--- src/design/arm_isa_pkg.sv ---
package arm_isa_pkg;

	// Condition field, bits 31:28.
	typedef enum logic [3:0] {
		COND_EQ = 4'h0,	// Z set.
		COND_NE = 4'h1,
		COND_CS = 4'h2,	// Carry set.
		COND_CC = 4'h3,
		COND_MI = 4'h4,
		COND_PL = 4'h5,
		COND_VS = 4'h6,
		COND_VC = 4'h7,
		COND_HI = 4'h8,	// Unsigned higher.
		COND_LS = 4'h9,
		COND_GE = 4'ha,	// Signed compares.
		COND_LT = 4'hb,
		COND_GT = 4'hc,
		COND_LE = 4'hd,
		COND_AL = 4'he,
		COND_NV = 4'hf	// Never executes here.
	} cond_t;

	// Data processing opcode, bits 24:21.
	typedef enum logic [3:0] {
		ALU_AND = 4'h0,
		ALU_EOR = 4'h1,
		ALU_SUB = 4'h2,
		ALU_RSB = 4'h3,
		ALU_ADD = 4'h4,
		ALU_ADC = 4'h5,
		ALU_SBC = 4'h6,
		ALU_RSC = 4'h7,
		ALU_TST = 4'h8,
		ALU_TEQ = 4'h9,
		ALU_CMP = 4'ha,
		ALU_CMN = 4'hb,
		ALU_ORR = 4'hc,
		ALU_MOV = 4'hd,
		ALU_BIC = 4'he,
		ALU_MVN = 4'hf
	} alu_op_t;

	// Shift type of a register operand, bits 6:5.
	typedef enum logic [1:0] {
		SHIFT_LSL = 2'd0,
		SHIFT_LSR = 2'd1,
		SHIFT_ASR = 2'd2,
		SHIFT_ROR = 2'd3	// ROR #0 means RRX.
	} shift_t;

	localparam int CPSR_N = 31;
	localparam int CPSR_Z = 30;
	localparam int CPSR_C = 29;
	localparam int CPSR_V = 28;

	// Seventeen classes, so the encoding needs five bits.
	typedef enum logic [4:0] {
		MUL,
		MRS,
		MSR_REG,
		MSR_FLAGS,
		ALU,
		SWAP,
		BX,
		HALF_REG,
		HALF_IMM,
		UNDEF,
		SDT,
		BDT,
		BRANCH,
		CP_TRANS,	// Coprocessor load and store.
		CP_DATA,
		CP_REG,
		SWI
	} insn_class_t;

endpackage

--- src/design/pipe_pkg.sv ---
package pipe_pkg;

	// First fetch address after reset.
	localparam logic [31:0] RESET_PC = 32'h0000_0000;

	// Cycles from issue until the destination registers and flags
	// are free again. Stands in for execute and writeback.
	localparam int WB_LATENCY = 3;

	// Fetch side bus state.
	typedef enum logic {
		IDLE = 1'b0,	// No cycle on the bus.
		BUS = 1'b1	// Waiting for ack.
	} fetch_state_t;

endpackage

--- src/design/insn_fetch.sv ---
`timescale 1ns/1ps

module insn_fetch import pipe_pkg::*; (
	input logic clk,
	input logic reset,

	// Wishbone classic read master.
	output logic wb_cyc,
	output logic wb_stb,
	output logic [31:0] wb_adr,
	input logic [31:0] wb_dat_r,
	input logic wb_ack,

	// One word buffer towards issue.
	input logic buf_take,
	output logic buf_valid,
	output logic [31:0] buf_insn,
	output logic [31:0] buf_pc
);

	fetch_state_t state;
	logic [31:0] pc;	// Address of the next word to read.
	logic done;

	assign wb_cyc = (state == BUS);
	assign wb_stb = (state == BUS);
	assign wb_adr = pc;	// Only moves after ack, so steady during a cycle.

	assign done = (state == BUS) && wb_ack;

	always_ff @(posedge clk)
	begin
		if (reset)
		begin
			state <= IDLE;
			pc <= RESET_PC;
		end
		else
		begin
			case (state)
			IDLE:
				if (!buf_valid || buf_take)
					state <= BUS;
			BUS:
				if (wb_ack)
				begin
					state <= IDLE;
					pc <= pc + 32'd4;
				end
			default:
				state <= IDLE;
			endcase
		end
	end

	always_ff @(posedge clk)
	begin
		if (reset)
			buf_valid <= 1'b0;
		else if (done)
			buf_valid <= 1'b1;
		else if (buf_take)
			buf_valid <= 1'b0;
	end

	// Word and its address are captured on the ack edge.
	always_ff @(posedge clk)
	begin
		if (done)
		begin
			buf_insn <= wb_dat_r;
			buf_pc <= pc;
		end
	end

endmodule

--- src/design/issue_decode.sv ---
`timescale 1ns/1ps

module issue_decode import arm_isa_pkg::*; (
	input logic [31:0] insn,
	output insn_class_t insn_class,
	output logic [15:0] use_regs,
	output logic [15:0] def_regs,
	output logic use_flags,
	output logic def_flags
);

	logic [3:0] rn;
	logic [3:0] rd;
	logic [3:0] rs;
	logic [3:0] rm;
	cond_t cond;
	alu_op_t alu_op;
	shift_t shift_type;
	logic flag_read;	// Flag reads other than the condition.

	// One-hot mask of a register, r15 never counts.
	function automatic logic [15:0] reg_bit(input logic [3:0] r);
		if (r == 4'd15)
			return 16'h0000;
		return 16'h0001 << r;
	endfunction

	function automatic logic is_logical(input alu_op_t op);
		case (op)
		ALU_AND, ALU_EOR, ALU_TST, ALU_TEQ, ALU_ORR, ALU_MOV, ALU_BIC, ALU_MVN:
			return 1'b1;
		default:
			return 1'b0;
		endcase
	endfunction

	function automatic logic is_compare(input alu_op_t op);
		return (op == ALU_TST) || (op == ALU_TEQ) || (op == ALU_CMP) || (op == ALU_CMN);
	endfunction

	assign rn = insn[19:16];
	assign rd = insn[15:12];
	assign rs = insn[11:8];
	assign rm = insn[3:0];
	assign cond = cond_t'(insn[31:28]);
	assign alu_op = alu_op_t'(insn[24:21]);
	assign shift_type = shift_t'(insn[6:5]);

	always_comb
	begin
		insn_class = UNDEF;
		use_regs = 16'h0000;
		def_regs = 16'h0000;
		flag_read = 1'b0;
		def_flags = 1'b0;
		// Specific patterns inside the ALU space come first.
		casez (insn)
		32'b????_0000_00??_????_????_????_1001_????:
		begin
			insn_class = MUL;
			// Rd sits in 19:16 and the accumulator in 15:12 here.
			use_regs = (insn[21] ? reg_bit(rd) : 16'h0000) | reg_bit(rs) | reg_bit(rm);
			def_regs = reg_bit(rn);
			def_flags = insn[20];
		end
		32'b????_0001_0?00_1111_????_0000_0000_0000:
		begin
			insn_class = MRS;
			def_regs = reg_bit(rd);
			flag_read = !insn[22];	// Source is the CPSR.
		end
		32'b????_0001_0?10_1001_1111_0000_0000_????:
		begin
			insn_class = MSR_REG;
			use_regs = reg_bit(rm);
			def_flags = 1'b1;
		end
		32'b????_00?1_0?10_1000_1111_????_????_????:
		begin
			insn_class = MSR_FLAGS;
			use_regs = insn[25] ? 16'h0000 : reg_bit(rm);
			def_flags = 1'b1;
		end
		32'b????_0001_0?00_????_????_0000_1001_????:
		begin
			insn_class = SWAP;
			use_regs = reg_bit(rn) | reg_bit(rm);
			def_regs = reg_bit(rd);
		end
		32'b????_0001_0010_1111_1111_1111_0001_????:
		begin
			insn_class = BX;
			use_regs = reg_bit(rm);
		end
		32'b????_000?_?0??_????_????_0000_1??1_????:
		begin
			insn_class = HALF_REG;
			use_regs = reg_bit(rn) | reg_bit(rm) | (insn[20] ? 16'h0000 : reg_bit(rd));
			def_regs = insn[20] ? reg_bit(rd) : 16'h0000;
		end
		32'b????_000?_?1??_????_????_????_1??1_????:
		begin
			insn_class = HALF_IMM;
			use_regs = reg_bit(rn) | (insn[20] ? 16'h0000 : reg_bit(rd));
			def_regs = insn[20] ? reg_bit(rd) : 16'h0000;
		end
		32'b????_00??_????_????_????_????_????_????:
		begin
			insn_class = ALU;
			if (!insn[25])
				use_regs = insn[4] ? (reg_bit(rs) | reg_bit(rm)) : reg_bit(rm);
			if ((alu_op != ALU_MOV) && (alu_op != ALU_MVN))
				use_regs = use_regs | reg_bit(rn);
			def_regs = is_compare(alu_op) ? 16'h0000 : reg_bit(rd);
			// LSL #0 and RRX pass the carry through.
			flag_read = !insn[25] && !insn[4] && (insn[11:7] == 5'd0) &&
				((shift_type == SHIFT_LSL) || (shift_type == SHIFT_ROR));
			def_flags = insn[20] || is_logical(alu_op);
		end
		32'b????_011?_????_????_????_????_???1_????:
			insn_class = UNDEF;
		32'b????_01??_????_????_????_????_????_????:
		begin
			insn_class = SDT;
			use_regs = reg_bit(rn) | (insn[20] ? 16'h0000 : reg_bit(rd));
			if (!insn[25])
				use_regs = use_regs | reg_bit(rm);
			def_regs = (insn[20] ? reg_bit(rd) : 16'h0000) | (insn[21] ? reg_bit(rn) : 16'h0000);
		end
		32'b????_100?_????_????_????_????_????_????:
		begin
			insn_class = BDT;
			use_regs = reg_bit(rn) | (insn[20] ? 16'h0000 : (insn[15:0] & 16'h7fff));
			def_regs = (insn[21] ? reg_bit(rn) : 16'h0000) |
				(insn[20] ? (insn[15:0] & 16'h7fff) : 16'h0000);
			def_flags = insn[22];	// Covers the LDM with CPSR restore.
		end
		32'b????_101?_????_????_????_????_????_????:
			insn_class = BRANCH;
		32'b????_110?_????_????_????_????_????_????:
		begin
			insn_class = CP_TRANS;
			use_regs = reg_bit(rn);
			def_regs = insn[21] ? reg_bit(rn) : 16'h0000;
		end
		32'b????_1110_????_????_????_????_???0_????:
			insn_class = CP_DATA;
		32'b????_1110_????_????_????_????_???1_????:
		begin
			insn_class = CP_REG;
			use_regs = insn[20] ? 16'h0000 : reg_bit(rd);
			def_regs = insn[20] ? reg_bit(rd) : 16'h0000;
		end
		32'b????_1111_????_????_????_????_????_????:
			insn_class = SWI;
		default:
			insn_class = UNDEF;
		endcase
		use_flags = (insn_class != UNDEF) && ((cond != COND_AL) || flag_read);
	end

endmodule

--- src/design/issue_stage.sv ---
`timescale 1ns/1ps

module issue_stage import arm_isa_pkg::*, pipe_pkg::*; (
	input logic clk,
	input logic reset,
	input logic stall,
	input logic [31:0] cpsr,

	input logic buf_valid,
	input logic [31:0] buf_insn,
	input logic [31:0] buf_pc,
	output logic buf_take,

	output logic issue_valid,
	output logic [31:0] issue_pc,
	output logic [31:0] issue_insn,
	output insn_class_t issue_class,
	output logic issue_exec
);

	insn_class_t dec_class;
	logic [15:0] dec_use_regs;
	logic [15:0] dec_def_regs;
	logic dec_use_flags;
	logic dec_def_flags;
	logic cond_pass;
	logic hazard;
	logic [WB_LATENCY-1:0][15:0] rsv_regs;	// Newest entry at index 0.
	logic [WB_LATENCY-1:0] rsv_flags;
	logic [15:0] reserved_regs;

	issue_decode issue_decode_i (
		.insn (buf_insn),
		.insn_class (dec_class),
		.use_regs (dec_use_regs),
		.def_regs (dec_def_regs),
		.use_flags (dec_use_flags),
		.def_flags (dec_def_flags)
	);

	always_comb
	begin
		cond_pass = 1'b0;
		case (cond_t'(buf_insn[31:28]))
		COND_EQ: cond_pass = cpsr[CPSR_Z];
		COND_NE: cond_pass = !cpsr[CPSR_Z];
		COND_CS: cond_pass = cpsr[CPSR_C];
		COND_CC: cond_pass = !cpsr[CPSR_C];
		COND_MI: cond_pass = cpsr[CPSR_N];
		COND_PL: cond_pass = !cpsr[CPSR_N];
		COND_VS: cond_pass = cpsr[CPSR_V];
		COND_VC: cond_pass = !cpsr[CPSR_V];
		COND_HI: cond_pass = cpsr[CPSR_C] && !cpsr[CPSR_Z];
		COND_LS: cond_pass = !cpsr[CPSR_C] || cpsr[CPSR_Z];
		COND_GE: cond_pass = (cpsr[CPSR_N] == cpsr[CPSR_V]);
		COND_LT: cond_pass = (cpsr[CPSR_N] != cpsr[CPSR_V]);
		COND_GT: cond_pass = !cpsr[CPSR_Z] && (cpsr[CPSR_N] == cpsr[CPSR_V]);
		COND_LE: cond_pass = cpsr[CPSR_Z] || (cpsr[CPSR_N] != cpsr[CPSR_V]);
		COND_AL: cond_pass = 1'b1;
		COND_NV: cond_pass = 1'b0;
		endcase
	end

	// Reserved set is everything still in flight.
	always_comb
	begin
		reserved_regs = 16'h0000;
		for (int i = 0; i < WB_LATENCY; i++)
			reserved_regs = reserved_regs | rsv_regs[i];
	end

	assign hazard = (|(dec_use_regs & reserved_regs)) || (dec_use_flags && (|rsv_flags));
	assign buf_take = buf_valid && !hazard && !stall;

	// Entries fall off the end WB_LATENCY edges after issue.
	always_ff @(posedge clk)
	begin
		if (reset)
		begin
			rsv_regs <= '0;
			rsv_flags <= '0;
		end
		else
		begin
			for (int i = WB_LATENCY - 1; i > 0; i--)
			begin
				rsv_regs[i] <= rsv_regs[i - 1];
				rsv_flags[i] <= rsv_flags[i - 1];
			end
			rsv_regs[0] <= (buf_take && cond_pass) ? dec_def_regs : 16'h0000;
			rsv_flags[0] <= buf_take && cond_pass && dec_def_flags;
		end
	end

	always_ff @(posedge clk)
	begin
		if (reset)
			issue_valid <= 1'b0;
		else
			issue_valid <= buf_take;
	end

	always_ff @(posedge clk)
	begin
		if (buf_take)
		begin
			issue_pc <= buf_pc;
			issue_insn <= buf_insn;
			issue_class <= dec_class;
			issue_exec <= cond_pass;	// Failed condition still issues.
		end
	end

endmodule

--- src/design/arm_issue_top.sv ---
`timescale 1ns/1ps

module arm_issue_top import arm_isa_pkg::*; (
	input logic clk,
	input logic reset,
	input logic stall,
	input logic [31:0] cpsr,

	output logic wb_cyc,
	output logic wb_stb,
	output logic [31:0] wb_adr,
	input logic [31:0] wb_dat_r,
	input logic wb_ack,

	output logic issue_valid,
	output logic [31:0] issue_pc,
	output logic [31:0] issue_insn,
	output insn_class_t issue_class,
	output logic issue_exec
);

	logic buf_valid;
	logic [31:0] buf_insn;
	logic [31:0] buf_pc;
	logic buf_take;

	insn_fetch insn_fetch_i (
		.clk (clk),
		.reset (reset),
		.wb_cyc (wb_cyc),
		.wb_stb (wb_stb),
		.wb_adr (wb_adr),
		.wb_dat_r (wb_dat_r),
		.wb_ack (wb_ack),
		.buf_take (buf_take),
		.buf_valid (buf_valid),
		.buf_insn (buf_insn),
		.buf_pc (buf_pc)
	);

	issue_stage issue_stage_i (
		.clk (clk),
		.reset (reset),
		.stall (stall),
		.cpsr (cpsr),
		.buf_valid (buf_valid),
		.buf_insn (buf_insn),
		.buf_pc (buf_pc),
		.buf_take (buf_take),
		.issue_valid (issue_valid),
		.issue_pc (issue_pc),
		.issue_insn (issue_insn),
		.issue_class (issue_class),
		.issue_exec (issue_exec)
	);

endmodule

--- config.mk ---
export PLATFORM = sky130hd
export DESIGN_NAME = arm_issue_top
export DESIGN_NICKNAME = d
export VERILOG_FILES = /design/src/design/arm_isa_pkg.sv /design/src/design/pipe_pkg.sv /design/src/design/insn_fetch.sv /design/src/design/issue_decode.sv /design/src/design/issue_stage.sv /design/src/design/arm_issue_top.sv
export SDC_FILE = /design/constraint.sdc
export NUM_CORES = 1
export LEC_CHECK = 0
export BUFFER_PORTS_ARGS = -buffer_cell sky130_fd_sc_hd__buf_2
export CORE_MARGIN = 1
export CORE_UTILIZATION = 48
export CTS_CLUSTER_SIZE = 14
export DETAILED_ROUTE_END_ITERATION = 7
export PLACE_DENSITY = 0.68
export SLEW_MARGIN = 40
export SYNTH_ARGS = -nofsm -noshare
export SYNTH_HDL_FRONTEND = slang
export SYNTH_SLANG_ARGS = --single-unit
--- constraint.sdc ---
create_clock -name clk -period 6 [get_ports clk]
set_input_delay 0.6 -clock clk [delete_from_list [all_inputs] [get_ports clk]]
set_output_delay 0.6 -clock clk [all_outputs]
set_load 0.02 [all_outputs]
# Yosys cells after proc, flatten, opt, wreduce, memory -nomap -nowiden

Memories as Yosys holds them, arrays and structs flattened. A register that Yosys moved wholly into a read port is not among the register bits.
Index checks and enable logic that the tools add are counted.

Register bits: 220
ROM bits: 16
Input bits: 68
Output and inout bits: 105
Logic and storage cells: 323
Memories: 1

Memory list:

| memory           | depth | width | read ports | clocked after Yosys merged registers in | write ports | RTL line           | text |
|---|---|---|---|---|---|---|---|
| (name not given) | 16    | 1     | 1          | 1                                       | 0           | issue_decode.sv:29 | `case (op)` |

$add $sub $neg: 1
Equal/unequal tests: 46
Shift-type cells: 4
Muxes and demuxes: 190
Bitwise gates (word level): 18
Reduce and logical (&&, ||, !) cells: 49

Operator list:

| cell                                                                     | count |
|---|---|
| 16-bit 2-to-1 mux                                                        | 95 |
| 16-bit bitwise OR                                                        | 13 |
| 16-bit one-hot mux with 4 select lines                                   | 3 |
| 16-bit one-hot mux with 2 select lines                                   | 4 |
| 16-bit one-hot mux with 6 select lines                                   | 1 |
| 1-bit 2-to-1 mux                                                         | 75 |
| 4-bit equality test (second input constant)                              | 17 |
| 1-bit by 4-bit left shift with 16-bit output (first input constant)      | 4 |
| 23-bit by 20-bit equality test with 1-bit output (second input constant) | 2 |
| 5-bit one-hot mux with 7 select lines                                    | 1 |
| 32-bit by 3-bit adder with 32-bit output (second input constant)         | 1 |
| 16-bit by 15-bit bitwise OR with 16-bit output                           | 2 |
| 15-bit 2-to-1 mux                                                        | 2 |
| 5-bit one-hot mux with 6 select lines                                    | 1 |
| 24-bit by 21-bit equality test with 1-bit output (second input constant) | 1 |
| 4-bit by 3-bit equality test with 1-bit output (second input constant)   | 5 |
| 5-bit one-hot mux with 2 select lines                                    | 2 |
| 16-bit bitwise AND                                                       | 1 |
| 1-bit one-hot mux with 16 select lines                                   | 1 |
| 16-bit OR reduction                                                      | 1 |
| 15-bit by 12-bit equality test with 1-bit output (second input constant) | 1 |
| 14-bit by 12-bit equality test with 1-bit output (second input constant) | 1 |
| 1-bit logical AND                                                        | 13 |
| 4-bit inequality test (second input constant)                            | 3 |
| 27 further kinds                                                         | 58 |

# Logic depth before layout (Yosys ltp)

Depth after elaboration: 31
Mapped depth: 15
Mapped depth without buffers: 10

# Modules after synthesis

From an unflattened synthesis, not the netlist that was laid out.

Cell total of the unflattened synthesis: 1,084
Area total of the unflattened synthesis: 10,811.6 um^2

Modules (own cells, without submodules):

| module       | instances | cells each | area each (um^2) | sequential area each (um^2) |
|---|---|---|---|---|
| issue_stage  | 1         | 255        | 3,971.3          | 3,143.0 |
| issue_decode | 1         | 589        | 3,467.1          | 0.0 |
| insn_fetch   | 1         | 240        | 3,373.2          | 2,502.4 |

# Worst setup path after synthesis

Ideal clock, no wire load.

Kind: register -> register
Start point: reg insn_fetch_i.buf_insn[25]
End point: reg issue_stage_i.issue_class[0] (enable)
Library setup time: 0.422 ns
Arrival: 4.207 ns
Required time: 5.578 ns
Setup slack: 1.371 ns
Cell stages (with the launch flop): 13
Path buffers: 2
Period minus slack after synthesis: 4.629 ns
Cell sequence: edfxtp_1 -> buf_6 -> or3_4 -> nor4b_4 -> a211oi_2 -> and3_1 -> buf_2 -> or3_1 -> o311ai_1 -> o311ai_1 -> nor4b_4 -> nand2_1 -> inv_1

Longest elaborated chain between the ends: 15
Elaborated cells between the ends (all ways): 49
Classes of those cells: eq/ne (15); mux (18); bitwise (2); reduce/logical (14)

RTL lines:

| what                                                | RTL line            | text |
|---|---|---|
| from (decl)                                         | insn_fetch.sv:17    | `output logic [31:0] buf_insn,` |
| from (signal assigned)                              | insn_fetch.sv:71    | `buf_insn <= wb_dat_r;` |
| 16-bit 2-to-1 mux                                   | issue_decode.sv:110 | `if (!insn[25])` |
| 16-bit 2-to-1 mux (3 in a row)                      | issue_decode.sv:57  | `casez (insn)` |
| 16-bit bitwise OR                                   | issue_decode.sv:113 | `use_regs = use_regs \| reg_bit(rn);` |
| 16-bit 2-to-1 mux                                   | issue_decode.sv:112 | `if ((alu_op != ALU_MOV) && (alu_op != ALU_MVN))` |
| 16-bit one-hot mux with 2 select lines (2 in a row) | issue_decode.sv:57  |  |
| 16-bit one-hot mux with 6 select lines              | issue_decode.sv:57  |  |
| 16-bit bitwise AND                                  | issue_stage.sv:72   | `assign hazard = (\|(dec_use_regs & reserved_regs)) \|\| (dec_use_flags && (\|rsv_flags));` |
| 16-bit OR reduction                                 | issue_stage.sv:72   |  |
| 1-bit logical OR (*)                                | issue_stage.sv:72   |  |
| 1-bit logical NOT (*)                               | issue_stage.sv:73   | `assign buf_take = buf_valid && !hazard && !stall;` |
| 1-bit logical AND (*) (2 in a row)                  | issue_stage.sv:73   |  |
| via buf_take                                        | arm_issue_top.sv:25 | `logic buf_take;` |
| to (signal assigned)                                | issue_stage.sv:109  | `issue_class <= dec_class;` |
| to (decl)                                           | issue_stage.sv:17   | `output insn_class_t issue_class,` |

The timed path passes the listed nets; every way through them passes the cells marked *. The select of a mux whose other input is x is not followed.
A chain may end at the register's enable or synchronous reset.

# Worst setup path after layout

Start point: reg insn_fetch_i.buf_insn[16]
End point: reg issue_stage_i.issue_insn[14] (enable)

Longest elaborated chain between the ends: 24
Elaborated cells between the ends (all ways): 79
Classes of those cells: eq/ne (6); shift (1); mux (54); bitwise (9); reduce/logical (9)

RTL lines:

| what                                                | RTL line            | text |
|---|---|---|
| 4-bit equality test                                 | issue_decode.sv:23  | `if (r == 4'd15)` |
| 1-bit 2-to-1 mux                                    | issue_decode.sv:23  |  |
| 1-bit 2-to-1 mux (4 in a row)                       | issue_decode.sv:57  |  |
| 16-bit 2-to-1 mux                                   | issue_decode.sv:25  | `return 16'h0001 << r;` |
| 16-bit 2-to-1 mux (4 in a row)                      | issue_decode.sv:57  |  |
| 16-bit bitwise OR                                   | issue_decode.sv:125 | `use_regs = reg_bit(rn) \| (insn[20] ? 16'h0000 : reg_bit(rd));` |
| 16-bit bitwise OR                                   | issue_decode.sv:127 | `use_regs = use_regs \| reg_bit(rm);` |
| 16-bit 2-to-1 mux                                   | issue_decode.sv:126 | `if (!insn[25])` |
| 16-bit one-hot mux with 4 select lines              | issue_decode.sv:57  |  |
| 16-bit one-hot mux with 2 select lines (2 in a row) | issue_decode.sv:57  |  |
| 16-bit one-hot mux with 6 select lines              | issue_decode.sv:57  |  |
| 16-bit bitwise AND                                  | issue_stage.sv:72   |  |
| 16-bit OR reduction                                 | issue_stage.sv:72   |  |
| 1-bit logical OR (*)                                | issue_stage.sv:72   |  |
| 1-bit logical NOT (*)                               | issue_stage.sv:73   |  |
| 1-bit logical AND (*) (2 in a row)                  | issue_stage.sv:73   |  |
| via buf_take                                        | arm_issue_top.sv:25 |  |
| to (signal assigned)                                | issue_stage.sv:108  | `issue_insn <= buf_insn;` |
| to (decl)                                           | issue_stage.sv:16   | `output logic [31:0] issue_insn,` |

Marks and branches as above.

==> metrics.md <==
| Metric | Value |
|---|---|
| Status | finished, violations left |
| Failing checks | design-rule violations |
| Fin Clk Skew | 0.0144 ns |
| VDD IR max | 0.000301 V |
| Hpwl dp | 29.3 mm |
| Synth unique cells | 82 |
| Fin. max-slew vios | 0 |
| CTS tree | done |
| Critical path type | flip-flop to flip-flop |
| Async SR Flop Fraction | 0 |
| Post-CTS Resized | 0 |
| Post-DR vias/cell | 6.72 |
| P_leak | 4.56 nW |
| Max-Cap Viols | 0 |
| GR Util All Layers | 0.356 |
| Root buf cell | clkbuf_16 |
| Die height | 152 um |
| Global placement routability congestion | 1.11 |
| CTS Buf Count | 23 |
| Initial antenna violation count | 1 |
| Post-route ant nets | 0 |
| Setup TNS | 0 ns |
| Total gr overflow | 0 |
| Unrepaired setup endpoints after global routing | false |
| Actual slew at the worst max-slew pin | 0.940 ns |
| Period utilisation layout | 0.829 |
| Critical Path RT | 6.19 ns |
| Core footprint | 22000 um^2 |
| DP Area | 12000 um^2 |
| Drt drc | 3 |
| Hold Path Class | input pin to flip-flop |
| # Post-CTS Setup Buffers | 0 |
| Most frequent cell after synthesis | edfxtp_1 |
| Hold Fails Final Rpt | 0 |
| Core Rows | 54 |
| Share of cells above drive strength 1 | 0.221 |
| Mapped Cells | 1097 |
| Die X | 152 um |
| Layout area overhead | 18.3% |
| Crit path capture type | flip-flop |
| Drt pass-1 iters | 8 |
| Yosys top cell area share | 0.360 |
| IO buf count | 140 |
| Starting Density | 0.494 |
| Clk buf depth | 3 |
| Startpoint Class | flip-flop |
| CTS Hold Buffers Added | 0 |
| Commonest cells in the netlist | edfxtp_1, nand2_1, dfxtp_1, a21oi_1, o21ai_0 |
| Critical path peak fanout | 68 |
| Latest clock arrival within the worst-skew pair | 0.54 ns |
| Seq cells post-synth | 212 |
| CTS clk-pin slew, worst paths | 0.06 ns |
| Sink Count | 212 |
| Crit path arrival time | 5.17 ns |
| Post-synth EDFFs | 130 |
| Initial DRC count | 1099 |
| Vias in the first global route | 9781 |
| Seq/Total Area, Yosys | 0.512 |
| Final net count | 1295 |
| Ant. Diodes | 0 |
| Wire per inst | 27.6 um |
| PD cells | 268 nW/um^2 |
| Synth area leaders | edfxtp_1, dfxtp_1, nand2_1 |
| Max Fclk | 0.201 GHz |
| Die area | 23200 um^2 |
| Final wirelength | 42.0 mm |
| Vias | 10.2k |
| Largest net degree at the start of global routing | 69 |
| Final count of negative-setup-slack endpoints | 0 |
| Mapped Avg Cell Area | 9.88 um^2 |
| H-tree levels | 1 |
| Finished Cell Area | 12800 um^2 |
| Ys flop type | edfxtp_1 |
| Synth area leader | edfxtp_1 |
| Minimum clock period | 4.98 ns |
| First-pass GRT wire length | 61.6 mm |
| Top Ports | 173 |
| Relative slew slack | 0.373 |
| Synth Warn # | 0 |
| Cell area after synthesis | 10800 um^2 |
[routing by layer]
metal | share of wire | GRT usage
met5 | 0.00083 | 0
met4 | 0.070 | 0.230
met3 | 0.11 | 0.100
met2 | 0.44 | 0.549
met1 | 0.38 | 0.438
[cells in the final DEF, fill, tap and decap left out, types with 6 or more instances in the layout]
master / Yosys / final
o21ai_0: 69 / 69
o22ai_1: 20 / 19
o221ai_1: 8 / 8
nand4_1: 11 / 11
nand2b_1: 13 / 13
nor2b_1: 50 / 45
buf_4: 6 / 51
xor2_1: 18 / 18
edfxtp_1: 130 / 130
xnor2_1: 10 / 10
and3_1: 14 / 14
nor3_1: 29 / 27
nor2_1: 66 / 64
nor4bb_1: 10 / 6
and4_1: 6 / 6
nor2_2: 5 / 7
a32oi_1: 17 / 17
nand4b_1: 6 / 6
and4b_1: 8 / 8
dfxtp_1: 82 / 82
nand2_1: 104 / 104
a21oi_2: 5 / 6
buf_2: 10 / 140
inv_1: 10 / 9
a31oi_1: 11 / 11
clkbuf_16: 0 / 23
a21oi_1: 73 / 72
nor4_1: 10 / 9
a211oi_1: 10 / 10
a22oi_1: 40 / 40
nand3_1: 37 / 37
a311oi_1: 6 / 6
and2_1: 10 / 10
or3_1: 12 / 12
a21o_1: 7 / 7
[layout make-up]
class                           count  area (um^2)
Clock inverter                     15          214
Sequential cell                   212         5550
Clock buffer                       27          601
Timing Repair Buffer              192         1100
Tap cell                          280          350
Fill cell                        1938         9140
Multi-Input combinational cell    786         4970
Inverter                           11         41.3
[registers in the layout, summed over array words and instances, names as in the netlist, named ones only]
| name | cells |
|---|---|
| insn_fetch_i.buf_insn | 32 |
| insn_fetch_i.buf_pc | 30 |
| issue_stage_i.issue_pc | 30 |
| insn_fetch_i.wb_cyc | 1 |
| issue_stage_i.issue_class | 5 |
| issue_stage_i.rsv_regs | 45 |
| issue_stage_i.rsv_flags | 3 |
| insn_fetch_i.buf_valid | 1 |
| issue_stage_i.issue_valid | 1 |
| insn_fetch_i.wb_adr | 30 |
| issue_stage_i.issue_insn | 32 |
| issue_stage_i.issue_exec | 1 |
[power by group]
group	internal (mW)	switching [mW]	total, mW	leakage (nW)
registers	1.59	0.0371	1.63	1.85
logic	0.0866	0.205	0.291	2.31
clock network	0.935	0.585	1.52	0.401
total	2.61	0.827	3.44	4.56
[cells by family (layout without fill, tap and decap cells)]
logic type               Yosys count  after routing  share of synthesized area
other                              1              4                   0.000346
adder cells (fa/ha/maj)            1              1                    0.00115
flip-flops                       212            212                      0.512
multiplexers                       2              2                    0.00196
buffers and inverters            102            245                     0.0399
XOR/XNOR                          28             28                     0.0226
AND/OR/NAND/NOR                  422            422                      0.219
AO/OA/AOI/OAI                    329            329                      0.203
[per-stage QoR]
step                      cells  hold slack [ns]   util  setup slack [ns]  power, mW
after detailed placement   1481            0.405  0.547              1.24       1.94
after floorplan            1100            0.400      -              1.37       1.81
after global routing       1523            0.221  0.584             0.922       3.53
after CTS                  1523            0.222  0.584              1.22       3.45
after global placement     1481            0.400  0.543              1.14       1.93
final                      1523            0.234  0.584              1.02       3.44
[worst max-delay path: stages (launching register included)]
cell and delay, ns:
edfxtp_1 0.69, buf_4 0.27, nand4_1 0.24, nor4_1 0.74
o21ai_1 0.27, and3_1 0.41, or3_1 0.43, o311ai_1 0.10
o311ai_1 0.23, nor4b_4 0.49, nand2_1 0.24, inv_2 0.12
buf_12 0.31
[path summary, 6_finish.rpt]
check	startpoint	to	slack, ns	cells after the start
setup reg to reg	insn_fetch_i.buf_insn[16]	issue_stage_i.issue_insn[14]	1.02	12
hold reg to reg	insn_fetch_i.buf_pc[10]	issue_stage_i.issue_pc[10]	0.42	0
setup / recovery	insn_fetch_i.buf_insn[16]	issue_stage_i.issue_insn[14]	1.02	12
hold / removal	wb_dat_r[15]	insn_fetch_i.buf_insn[15]	0.23	1
Power figures use the tool's default switching activity.
